File: config.mk
export PLATFORM = sky130hd
export DESIGN_NAME = axi_bridge
export DESIGN_NICKNAME = d
export VERILOG_FILES = /design/src/common/axi_bridge_pkg.sv /design/src/axi_bridge/read_channel.sv /design/src/axi_bridge/write_buffer.sv /design/src/axi_bridge/write_channel.sv /design/src/axi_bridge/axi_bridge.sv
export SDC_FILE = /design/constraint.sdc
export NUM_CORES = 1
export LEC_CHECK = 0
export ABC_AREA = 1
export BUFFER_PORTS_ARGS = -buffer_cell sky130_fd_sc_hd__buf_2
export CORE_AREA = 5 5 344 346
export DETAILED_ROUTE_END_ITERATION = 8
export DIE_AREA = 0 0 349 351
export PLACE_DENSITY = 0.44
export SYNTH_ARGS = -nofsm -noshare
export SYNTH_HDL_FRONTEND = slang
export SYNTH_SLANG_ARGS = --single-unit
File: constraint.sdc
create_clock -name clk -period 28.7 [get_ports clk]
set_clock_uncertainty 0.1 [all_clocks]
set_input_delay 7.175 -clock clk [delete_from_list [all_inputs] [get_ports clk]]
set_output_delay 7.175 -clock clk [all_outputs]
set_load 0.01 [all_outputs]
File: src/common/axi_bridge_pkg.sv
`default_nettype none

package axi_bridge_pkg;

	parameter int data_w = 32;

	typedef logic [31:0] addr_t;        // byte address
	typedef logic [data_w-1:0] data_t;
	typedef logic [data_w/8-1:0] strb_t;
	typedef logic [2:0] size_t;         // passed straight from the cache request type
	typedef logic [3:0] len_t;          // beats minus one
	typedef logic [3:0] id_t;

	// read ids, used to steer R beats back
	parameter id_t id_inst = 4'd0;
	parameter id_t id_data = 4'd1;

	parameter len_t len_single = 4'd0;
	parameter len_t len_line = 4'd15;   // 16 word line on the read side

	typedef enum logic [1:0] {
		burst_fixed = 2'b00,
		burst_incr  = 2'b01
	} burst_e;

	typedef enum logic [1:0] {
		rd_idle,
		rd_addr,
		rd_data
	} rd_state_e;

	typedef enum logic [1:0] {
		wr_idle,
		wr_addr,
		wr_data,
		wr_resp
	} wr_state_e;

endpackage

`default_nettype wire

File: src/axi_bridge/read_channel.sv
`timescale 1ns/1ns
`default_nettype none

module read_channel (
	input  wire                         clk,
	input  wire                         rst,
	input  wire                         icache_rd_req,
	input  wire axi_bridge_pkg::addr_t  icache_rd_addr,
	input  wire axi_bridge_pkg::size_t  icache_rd_size,
	output logic                        icache_rd_rdy,
	output logic                        icache_ret_valid,
	output logic                        icache_ret_last,
	output axi_bridge_pkg::data_t       icache_ret_data,
	input  wire                         dcache_rd_req,
	input  wire axi_bridge_pkg::addr_t  dcache_rd_addr,
	input  wire axi_bridge_pkg::size_t  dcache_rd_size,
	input  wire                         dcache_rd_uncached,
	output logic                        dcache_rd_rdy,
	output logic                        dcache_ret_valid,
	output logic                        dcache_ret_last,
	output axi_bridge_pkg::data_t       dcache_ret_data,
	output axi_bridge_pkg::id_t         arid,
	output axi_bridge_pkg::addr_t       araddr,
	output axi_bridge_pkg::len_t        arlen,
	output axi_bridge_pkg::size_t       arsize,
	output axi_bridge_pkg::burst_e      arburst,
	output logic                        arvalid,
	input  wire                         arready,
	input  wire axi_bridge_pkg::id_t    rid,
	input  wire axi_bridge_pkg::data_t  rdata,
	input  wire                         rlast,
	input  wire                         rvalid
);

	import axi_bridge_pkg::*;

	rd_state_e state;
	rd_state_e state_nxt;
	logic icache_acc;
	logic dcache_acc;

	assign icache_rd_rdy = (state == rd_idle);
	assign dcache_rd_rdy = (state == rd_idle) && !icache_rd_req;  // icache wins a tie
	assign icache_acc = icache_rd_req && icache_rd_rdy;
	assign dcache_acc = dcache_rd_req && dcache_rd_rdy;

	always_ff @(posedge clk)
	begin
		if (!rst)
			state <= rd_idle;
		else
			state <= state_nxt;
	end

	always_comb
	begin
		state_nxt = state;
		case (state)
			rd_idle:
				if (icache_acc || dcache_acc)
					state_nxt = rd_addr;
			rd_addr:
				if (arready)        // arvalid is high throughout rd_addr
					state_nxt = rd_data;
			rd_data:
				if (rvalid && rlast)
					state_nxt = rd_idle;
			default:
				state_nxt = rd_idle;
		endcase
	end

	// AR fields held steady from acceptance until the burst ends
	always_ff @(posedge clk)
	begin
		if (icache_acc)
		begin
			araddr  <= icache_rd_addr;
			arsize  <= icache_rd_size;
			arid    <= id_inst;
			arlen   <= len_line;
			arburst <= burst_incr;
		end
		else if (dcache_acc)
		begin
			araddr  <= dcache_rd_addr;
			arsize  <= dcache_rd_size;
			arid    <= id_data;
			// uncached data is a single fixed beat
			arlen   <= dcache_rd_uncached ? len_single : len_line;
			arburst <= dcache_rd_uncached ? burst_fixed : burst_incr;
		end
	end

	assign arvalid = (state == rd_addr);

	// steer R beats by id
	assign icache_ret_valid = (state == rd_data) && rvalid && (rid == id_inst);
	assign dcache_ret_valid = (state == rd_data) && rvalid && (rid == id_data);
	assign icache_ret_last = rlast && (rid == id_inst);
	assign dcache_ret_last = rlast && (rid == id_data);
	assign icache_ret_data = rdata;
	assign dcache_ret_data = rdata;

endmodule

`default_nettype wire

File: src/axi_bridge/write_buffer.sv
`timescale 1ns/1ns
`default_nettype none

module write_buffer #(
	parameter int line_beats = 16
) (
	input  wire                                         clk,
	input  wire                                         rst,
	input  wire                                         load,
	input  wire                                         beat,
	input  wire                                         uncached,
	input  wire [line_beats*axi_bridge_pkg::data_w-1:0] line,
	input  wire axi_bridge_pkg::data_t                  word,
	output axi_bridge_pkg::data_t                       wdata,
	output logic                                        wlast
);

	import axi_bridge_pkg::*;

	localparam int line_w = line_beats * data_w;
	localparam int cnt_w = (line_beats > 1) ? $clog2(line_beats) : 1;

	logic [line_w-1:0] line_q;
	data_t word_q;
	logic [cnt_w-1:0] cnt;  // beats already sent

	// next W beat always sits in the low word
	always_ff @(posedge clk)
	begin
		if (load)
		begin
			line_q <= line;
			word_q <= word;
		end
		else if (beat)
			line_q <= line_q >> data_w;
	end

	always_ff @(posedge clk)
	begin
		if (!rst || load)
			cnt <= '0;
		else if (beat)
			cnt <= cnt + 1'b1;
	end

	assign wdata = uncached ? word_q : line_q[data_w-1:0];
	assign wlast = uncached || (cnt == cnt_w'(line_beats - 1));  // single word is its own last

endmodule

`default_nettype wire

File: src/axi_bridge/write_channel.sv
`timescale 1ns/1ns
`default_nettype none

module write_channel #(
	parameter int line_beats = 16
) (
	input  wire                         clk,
	input  wire                         rst,
	input  wire                         dcache_wr_req,
	input  wire axi_bridge_pkg::addr_t  dcache_wr_addr,
	input  wire axi_bridge_pkg::size_t  dcache_wr_size,
	input  wire axi_bridge_pkg::strb_t  dcache_wr_strb,
	input  wire                         dcache_wr_uncached,
	output logic                        dcache_wr_rdy,
	output axi_bridge_pkg::addr_t       awaddr,
	output axi_bridge_pkg::len_t        awlen,
	output axi_bridge_pkg::size_t       awsize,
	output axi_bridge_pkg::burst_e      awburst,
	output logic                        awvalid,
	input  wire                         awready,
	output logic                        wvalid,
	output axi_bridge_pkg::strb_t       wstrb,
	input  wire                         wready,
	input  wire                         wlast,
	input  wire                         bvalid,
	output logic                        load,
	output logic                        beat,
	output logic                        uncached_q
);

	import axi_bridge_pkg::*;

	wr_state_e state;
	wr_state_e state_nxt;

	assign dcache_wr_rdy = (state == wr_idle);
	assign load = dcache_wr_req && dcache_wr_rdy;   // buffer grabs line and word
	assign awvalid = (state == wr_addr);
	assign wvalid = (state == wr_data);
	assign beat = wvalid && wready;

	always_ff @(posedge clk)
	begin
		if (!rst)
			state <= wr_idle;
		else
			state <= state_nxt;
	end

	always_comb
	begin
		state_nxt = state;
		case (state)
			wr_idle:
				if (load)
					state_nxt = wr_addr;
			wr_addr:
				if (awready)
					state_nxt = wr_data;
			wr_data:
				if (beat && wlast)  // last beat accepted
					state_nxt = wr_resp;
			wr_resp:
				if (bvalid)
					state_nxt = wr_idle;
			default:
				state_nxt = wr_idle;
		endcase
	end

	// word or line select for the buffer
	always_ff @(posedge clk)
	begin
		if (!rst)
			uncached_q <= 1'b0;
		else if (load)
			uncached_q <= dcache_wr_uncached;
	end

	always_ff @(posedge clk)
	begin
		if (load)
		begin
			awaddr  <= dcache_wr_addr;
			awsize  <= dcache_wr_size;
			wstrb   <= dcache_wr_strb;
			awlen   <= dcache_wr_uncached ? len_single : len_t'(line_beats - 1);
			awburst <= dcache_wr_uncached ? burst_fixed : burst_incr;
		end
	end

endmodule

`default_nettype wire

File: src/axi_bridge/axi_bridge.sv
`timescale 1ns/1ns
`default_nettype none

module axi_bridge #(
	parameter int line_beats = 16
) (
	input  wire                              clk,
	input  wire                              rst,
	// icache read
	input  wire                              icache_rd_req,
	input  wire axi_bridge_pkg::addr_t       icache_rd_addr,
	input  wire axi_bridge_pkg::size_t       icache_rd_size,
	output logic                             icache_rd_rdy,
	output logic                             icache_ret_valid,
	output logic                             icache_ret_last,
	output axi_bridge_pkg::data_t            icache_ret_data,
	// dcache read
	input  wire                              dcache_rd_req,
	input  wire axi_bridge_pkg::addr_t       dcache_rd_addr,
	input  wire axi_bridge_pkg::size_t       dcache_rd_size,
	input  wire                              dcache_rd_uncached,
	output logic                             dcache_rd_rdy,
	output logic                             dcache_ret_valid,
	output logic                             dcache_ret_last,
	output axi_bridge_pkg::data_t            dcache_ret_data,
	// dcache write
	input  wire                              dcache_wr_req,
	input  wire axi_bridge_pkg::addr_t       dcache_wr_addr,
	input  wire axi_bridge_pkg::size_t       dcache_wr_size,
	input  wire axi_bridge_pkg::strb_t       dcache_wr_strb,
	input  wire                              dcache_wr_uncached,
	input  wire [line_beats*axi_bridge_pkg::data_w-1:0] dcache_wr_line,
	input  wire axi_bridge_pkg::data_t       dcache_wr_word,
	output logic                             dcache_wr_rdy,
	// AXI read address / data
	output axi_bridge_pkg::id_t              arid,
	output axi_bridge_pkg::addr_t            araddr,
	output axi_bridge_pkg::len_t             arlen,
	output axi_bridge_pkg::size_t            arsize,
	output axi_bridge_pkg::burst_e           arburst,
	output logic                             arvalid,
	input  wire                              arready,
	input  wire axi_bridge_pkg::id_t         rid,
	input  wire axi_bridge_pkg::data_t       rdata,
	input  wire                              rlast,
	input  wire                              rvalid,
	// AXI write address / data / response
	output axi_bridge_pkg::addr_t            awaddr,
	output axi_bridge_pkg::len_t             awlen,
	output axi_bridge_pkg::size_t            awsize,
	output axi_bridge_pkg::burst_e           awburst,
	output logic                             awvalid,
	input  wire                              awready,
	output axi_bridge_pkg::data_t            wdata,
	output axi_bridge_pkg::strb_t            wstrb,
	output logic                             wlast,
	output logic                             wvalid,
	input  wire                              wready,
	input  wire                              bvalid
);

	logic wr_load;      // line captured this cycle
	logic wr_beat;      // W handshake
	logic wr_uncached;

	read_channel u_read_channel (
		.clk                (clk),
		.rst                (rst),
		.icache_rd_req      (icache_rd_req),
		.icache_rd_addr     (icache_rd_addr),
		.icache_rd_size     (icache_rd_size),
		.icache_rd_rdy      (icache_rd_rdy),
		.icache_ret_valid   (icache_ret_valid),
		.icache_ret_last    (icache_ret_last),
		.icache_ret_data    (icache_ret_data),
		.dcache_rd_req      (dcache_rd_req),
		.dcache_rd_addr     (dcache_rd_addr),
		.dcache_rd_size     (dcache_rd_size),
		.dcache_rd_uncached (dcache_rd_uncached),
		.dcache_rd_rdy      (dcache_rd_rdy),
		.dcache_ret_valid   (dcache_ret_valid),
		.dcache_ret_last    (dcache_ret_last),
		.dcache_ret_data    (dcache_ret_data),
		.arid               (arid),
		.araddr             (araddr),
		.arlen              (arlen),
		.arsize             (arsize),
		.arburst            (arburst),
		.arvalid            (arvalid),
		.arready            (arready),
		.rid                (rid),
		.rdata              (rdata),
		.rlast              (rlast),
		.rvalid             (rvalid)
	);

	write_channel #(
		.line_beats (line_beats)
	) u_write_channel (
		.clk                (clk),
		.rst                (rst),
		.dcache_wr_req      (dcache_wr_req),
		.dcache_wr_addr     (dcache_wr_addr),
		.dcache_wr_size     (dcache_wr_size),
		.dcache_wr_strb     (dcache_wr_strb),
		.dcache_wr_uncached (dcache_wr_uncached),
		.dcache_wr_rdy      (dcache_wr_rdy),
		.awaddr             (awaddr),
		.awlen              (awlen),
		.awsize             (awsize),
		.awburst            (awburst),
		.awvalid            (awvalid),
		.awready            (awready),
		.wvalid             (wvalid),
		.wstrb              (wstrb),
		.wready             (wready),
		.wlast              (wlast),
		.bvalid             (bvalid),
		.load               (wr_load),
		.beat               (wr_beat),
		.uncached_q         (wr_uncached)
	);

	write_buffer #(
		.line_beats (line_beats)
	) u_write_buffer (
		.clk      (clk),
		.rst      (rst),
		.load     (wr_load),
		.beat     (wr_beat),
		.uncached (wr_uncached),
		.line     (dcache_wr_line),
		.word     (dcache_wr_word),
		.wdata    (wdata),
		.wlast    (wlast)
	);

endmodule

`default_nettype wire

==> flow_summary.json, run 1 <==
{
  "cts_setup_buffers": 0,
  "worst-path-max-fanout": 2,
  "yosysTopAreaCell": "edfxtp_1",
  "fillers": 12274,
  "port_buffers": 797,
  "cts.sinks": 630,
  "maxCapViolCount": 0,
  "multi_input_area_mm2": 0.00669,
  "tightest_slew_ns": 1.11,
  "period_needed_ns": 15.31,
  "root_buffer": "clkbuf_16",
  "hpwl_um": 64700,
  "fin_crit_sh_pct": 53.3,
  "holdCritPathClass": "reg2reg",
  "ys_seq_elements": 630,
  "start_util_pct": 23.4,
  "ir_drop_v": 0.0000584,
  "yosysUniqueCellTypes": 23,
  "critical-path-max-stage-delay_ns": 0.24,
  "power.density_mw_per_mm2": 102,
  "dp.cells": 4765,
  "syn_area_mm2": 0.0269,
  "cp-end-kind": "primary output",
  "cp_cell_sequence": "buf_2 > nor2_1 > nand3b_1 > nor2_1 > buf_2",
  "finalSetupTns_ns": 0,
  "die_y_um": 351,
  "grt_pass1_vias": 19527,
  "vias_per_cell": 3.98,
  "drc_errors": 0,
  "cts_resized": 0,
  "cts.path.max_buffers": 3,
  "holdBufCountCts": 0,
  "cp_slowest_cell": "nor2_1",
  "clkTransAtPathRegs_ns": 0.06,
  "cts_tree": "built",
  "cts_made_buffers": 79,
  "critPathLaunchType": "input port",
  "yosysWarnings": 0,
  "final_common_cell": "nand2_1",
  "rsz0062_at_grt": "no",
  "synth_top_area_share_pct": 69.1,
  "arrival_ns": 8.03,
  "outcome": "completed",
  "yosysSeqAreaShare_pct": 69.9,
  "grt_max_degree": 187,
  "grt_overflow": 0,
  "fin_cells": 4947,
  "drv_slew": 0,
  "drt_pass1_iterations": 7,
  "mostFrequentLayoutCells": "nand2_1, buf_2, edfxtp_1",
  "register_area_mm2": 0.0188,
  "grt_pass1_wl_um": 128000,
  "p_leak_nw": 15.8,
  "relSlewSlack_pct": 25.9,
  "syn_area_per_cell_um2": 10.3,
  "routed_wl_um": 89400,
  "io_pins": 899,
  "fin_nets": 4030,
  "syn_to_final_growth_pct": 27.5,
  "drive_gt1_share_pct": 27.6,
  "ctsHtreeMaxLevel": 3,
  "dieArea_mm2": 0.122,
  "antenna_found_initial": 93,
  "track_usage_pct": 14.0,
  "finalHoldViolations": 0,
  "final_antenna_net_count": 0,
  "synthTopCellsByArea": "edfxtp_1, nand2_1, buf_4, buf_2, dfxtp_1",
  "worstSetupPathType": "in2out",
  "clock_latency_ns": 0.63,
  "synthCells": 2624,
  "finalSetupViolations": 0,
  "drtIter0Drc": 1368,
  "gp_congestion": 0.829,
  "num_vias": 19674,
  "wl_per_cell_um": 18.1,
  "clock.fmax_mhz": 65.3,
  "fp.dieW_um": 349,
  "std_cell_rows": 125,
  "core-area_mm2": 0.115,
  "crit_required_ns": 21.42
}
==> logic make-up (layout without fill, tap and decap cells) <==
kind of cell / after synthesis / after routing / share of synthesized area, %
other: 1 / 49 / 0.0139
AND/OR/NAND/NOR: 1721 / 1721 / 24.1
AO/OA/AOI/OAI: 14 / 14 / 0.279
buffers and inverters: 252 / 1003 / 5.40
adder cells (fa/ha/maj): 6 / 6 / 0.279
flip-flops: 630 / 630 / 69.9
==> per-stage QoR <==
| stage | instance area, um2 | hold slack [ns] | worst slack, ns | utilization, % | power (mW) |
|---|---|---|---|---|---|
| 2_1_floorplan | 26900 | 0.348 | 9.10 | - | 2.40 |
| 3_3_place_gp | 31800 | 0.345 | 13.44 | 27.6 | 2.60 |
| 3_5_place_dp | 31800 | 0.356 | 13.46 | 27.6 | 2.61 |
| 4_1_cts | 34200 | 0.372 | 13.45 | 29.7 | 3.58 |
| 5_1_grt | 34200 | 0.400 | 13.40 | 29.7 | 3.75 |
| 6_report | 34300 | 0.368 | 13.39 | 29.8 | 3.50 |
==> report_power, final <==
| group | total (mW) | internal [mW] | leakage [nW] | switching (mW) |
|---|---|---|---|---|
| Combinational | 0.871 | 0.256 | 8.50 | 0.615 |
| Clock | 0.948 | 0.536 | 1.19 | 0.411 |
| Sequential | 1.68 | 1.57 | 6.06 | 0.106 |
| Total | 3.50 | 2.37 | 15.8 | 1.13 |
==> flip-flops by register name, summed over array words and instances, names as in the netlist <==
| name | cells |
|---|---|
| u_write_buffer.cnt | 4 |
| u_write_buffer.word_q | 32 |
| u_read_channel.arid | 1 |
| u_write_channel.awaddr | 32 |
| u_write_channel.state | 2 |
| u_write_channel.wstrb | 4 |
| u_write_buffer.line_q | 512 |
| u_read_channel.state | 2 |
| u_write_channel.uncached_q | 1 |
| u_write_channel.awlen | 1 |
| u_read_channel.araddr | 32 |
| u_read_channel.arlen | 1 |
| u_write_channel.awsize | 3 |
| u_read_channel.arsize | 3 |
==> metal layers <==
metal / global-route usage (%) / share of wire, % / vias to the layer above
met2: 21.4 / 43 / 708
met3: 7.57 / 12 / 192
met4: 3.12 / 1.8 / 96
li1: - / - / 9814
met5: 0 / 0.75 / -
met1: 17.5 / 42 / 8864
==> synth_stat cells <==
cell type,number
nand3_1,6
conb_1,1
o21ai_0,5
nand2_4,1
nor2_2,1
edfxtp_1,619
buf_6,8
ha_1,6
o21a_1,1
nor2_1,49
buf_2,98
clkbuf_1,8
nand3b_1,2
nor2_4,1
dfxtp_1,11
inv_2,4
buf_4,86
inv_4,1
nand2_2,2
nand2_1,1659
a21oi_1,7
a21boi_0,1
inv_1,47
==> worst paths after layout <==
| check | slack, ns | cells past startpoint | end | startpoint |
|---|---|---|---|---|
| min | 0.37 | 1 | u_read_channel.arid[0]$_SDFFE_PN0P_ | u_read_channel.arid[0]$_SDFFE_PN0P_ |
| max | 13.39 | 5 | dcache_ret_valid | rid[3] |
| min reg2reg | 0.37 | 1 | u_read_channel.arid[0]$_SDFFE_PN0P_ | u_read_channel.arid[0]$_SDFFE_PN0P_ |
| max reg2reg | 24.29 | 6 | u_write_buffer.line_q[465]$_DFFE_PP_ | u_write_channel.state[0]$_SDFFE_PN0P_ |
==> worst max-delay path, delay by kind of cell <==
| family | cells | cell delay [ns] |
|---|---|---|
| buffers and inverters | 2 | 0.29 |
| AND/OR/NAND/NOR | 3 | 0.57 |
==> final cells by class <==
cell class / count / share of cell area, %
Sequential cell: 630 / 54.8
Multi-Input combinational cell: 1746 / 19.5
Timing Repair Buffer: 813 / 12.1
Clock buffer: 103 / 6.20
Tap cell: 1524 / 5.56
Clock inverter: 35 / 0.901
Inverter: 52 / 0.598
Antenna cell: 44 / 0.321
Power figures use the tool's default switching activity.
==> inputs of run 2 (changes only) <==
--- a/config.mk
+++ b/config.mk
@@ -10,7 +10,7 @@
 export CORE_AREA = 5 5 344 346
 export DETAILED_ROUTE_END_ITERATION = 8
 export DIE_AREA = 0 0 349 351
-export PLACE_DENSITY = 0.44
+export PLACE_DENSITY = 0.46
 export SYNTH_ARGS = -nofsm -noshare
 export SYNTH_HDL_FRONTEND = slang
 export SYNTH_SLANG_ARGS = --single-unit
==> constraint.sdc (replaced) <==
create_clock -name clk -period 12.8 [get_ports clk]
set_clock_uncertainty 0.1 [all_clocks]
set_input_delay 3.2 -clock clk [delete_from_list [all_inputs] [get_ports clk]]
set_output_delay 3.2 -clock clk [all_outputs]
set_load 0.01 [all_outputs]
==> run 2 against run 1 <==
Effect of this change: critical path depth did not move; sequential share of layout area barely moved; die area did not move; routed wire length fell by 0.61%; critical endpoint unchanged; highest routed layer unchanged.
==> flow_summary.json, run 2 (synthesized netlist as in run 1, its figures left out) <==
{
  "worst_slack_ns": 5.56,
  "arrival_ns": 3.94,
  "die_y_um": 351,
  "crit_required_ns": 9.50,
  "period_needed_ns": 7.24,
  "cts_tree": "built",
  "tightest_slew_ns": 1.06,
  "cts.sinks": 630,
  "vias_per_cell": 3.98,
  "start_util_pct": 23.4,
  "root_buffer": "clkbuf_16",
  "fin_crit_sh_pct": 56.6,
  "cts_setup_buffers": 0,
  "grt_overflow": 0,
  "finalSetupTns_ns": 0,
  "hpwl_um": 64900,
  "outcome": "completed",
  "worstSetupPathType": "in2out",
  "dieArea_mm2": 0.122,
  "worst-path-max-fanout": 2,
  "p_int_mw": 5.32,
  "critPathLaunchType": "input port",
  "ir_drop_v": 0.000138,
  "routed_wl_um": 88900,
  "grt_pass1_wl_um": 128000,
  "largest_reg_flops": 512,
  "finalSetupViolations": 0,
  "holdCritPathClass": "reg2reg",
  "holdBufCountCts": 0,
  "switchingPower_mw": 2.51,
  "combPwrFrac_pct": 24.5,
  "port_buffers": 797,
  "critical-path-max-stage-delay_ns": 0.22,
  "swShare_pct": 32.1,
  "fin_nets": 4030,
  "drv_slew": 0,
  "cp-end-kind": "primary output",
  "drc_errors": 0,
  "drt_pass1_iterations": 4,
  "drive_gt1_share_pct": 27.2,
  "syn_to_final_growth_pct": 27.4,
  "num_vias": 19749,
  "final_antenna_net_count": 0,
  "clkTransAtPathRegs_ns": 0.06,
  "cts_resized": 0,
  "path_delay_family": "simple AND/OR/NAND/NOR gates",
  "fillers": 12265,
  "ctsHtreeMaxLevel": 3,
  "cts_made_buffers": 79,
  "wl_per_cell_um": 17.9,
  "core-area_mm2": 0.115,
  "finalHoldViolations": 0,
  "rsz0062_at_grt": "no",
  "cp_cell_sequence": "buf_2 > nor2_1 > nand3b_1 > nor2_1 > buf_2",
  "clock_latency_ns": 0.63,
  "drtIter0Drc": 1396,
  "antenna_found_initial": 94,
  "path_buf_inv": 2,
  "cts.path.max_buffers": 3,
  "maxCapViolCount": 0,
  "power.density_mw_per_mm2": 228,
  "grt_max_degree": 170,
  "seqPwrFrac_pct": 48.6,
  "clock.fmax_mhz": 138,
  "track_usage_pct": 13.9,
  "mostFrequentLayoutCells": "nand2_1, buf_2, edfxtp_1",
  "gp_congestion": 0.843,
  "regMostFlops": "u_write_buffer.line_q",
  "std_cell_rows": 125,
  "final_common_cell": "nand2_1",
  "clock_power_share_pct": 26.8,
  "rrSetupSlack_ns": 8.63,
  "fp.dieW_um": 349,
  "grt_pass1_vias": 19765,
  "pre_cts_slack_ns": 5.60,
  "relSlewSlack_pct": 29.1,
  "p_leak_nw": 15.7,
  "io_pins": 899,
  "cp_slowest_cell": "nor2_1"
}
==> run 2: per-stage QoR <==
step / hold slack [ns] / std cells / util [%] / power [mW] / instance area, um2
2_1_floorplan: 0.348 / 2628 / - / 5.23 / 26900
3_3_place_gp: 0.345 / 4765 / 27.6 / 5.83 / 31800
3_5_place_dp: 0.353 / 4765 / 27.6 / 5.85 / 31800
4_1_cts: 0.366 / 4911 / 29.7 / 7.99 / 34200
5_1_grt: 0.383 / 4919 / 29.7 / 8.36 / 34200
6_report: 0.365 / 4961 / 29.8 / 7.83 / 34300
==> run 2: area by class of cell <==
cell class,count,area (um2),share of cell area [%]
antenna,50,125,0.365
tap,1524,1910,5.56
multi-input combinational,1746,6700,19.5
sequential,630,18800,54.9
inverter,52,205,0.598
clock inverter,30,243,0.708
timing repair buffer,813,4150,12.1
clock buffer,116,2160,6.29
==> run 2: path summary, 6_finish.rpt <==
path                                                        endpoint  cells after the start                             startpoint
worst max-delay path                                dcache_ret_valid                      5                                 rid[3]
worst min-delay path             u_read_channel.arid[0]$_SDFFE_PN0P_                      1    u_read_channel.arid[0]$_SDFFE_PN0P_
worst max register to register  u_write_buffer.line_q[178]$_DFFE_PP_                      6  u_write_channel.state[0]$_SDFFE_PN0P_
worst min register to register   u_read_channel.arid[0]$_SDFFE_PN0P_                      1    u_read_channel.arid[0]$_SDFFE_PN0P_
==> run 2: power groups by stage <==
| stage | registers (mW) | logic (mW) | clock network, mW |
|---|---|---|---|
| after global placement | 3.85 | 1.97 | 0 |
| after CTS | 3.83 | 1.99 | 2.17 |
| after floorplan | 3.92 | 1.30 | 0 |
| after global routing | 3.89 | 2.22 | 2.26 |
| after detailed placement | 3.87 | 1.99 | 0 |
| final | 3.81 | 1.92 | 2.10 |
==> run 2: metal layers <==
metal	routed length [um]	vias to the layer above	track usage (%)
li1	-	9837	-
met1	37300	8916	17.2
met2	38900	709	21.5
met3	10400	195	7.18
met4	1710	92	3.36
met5	594	-	0
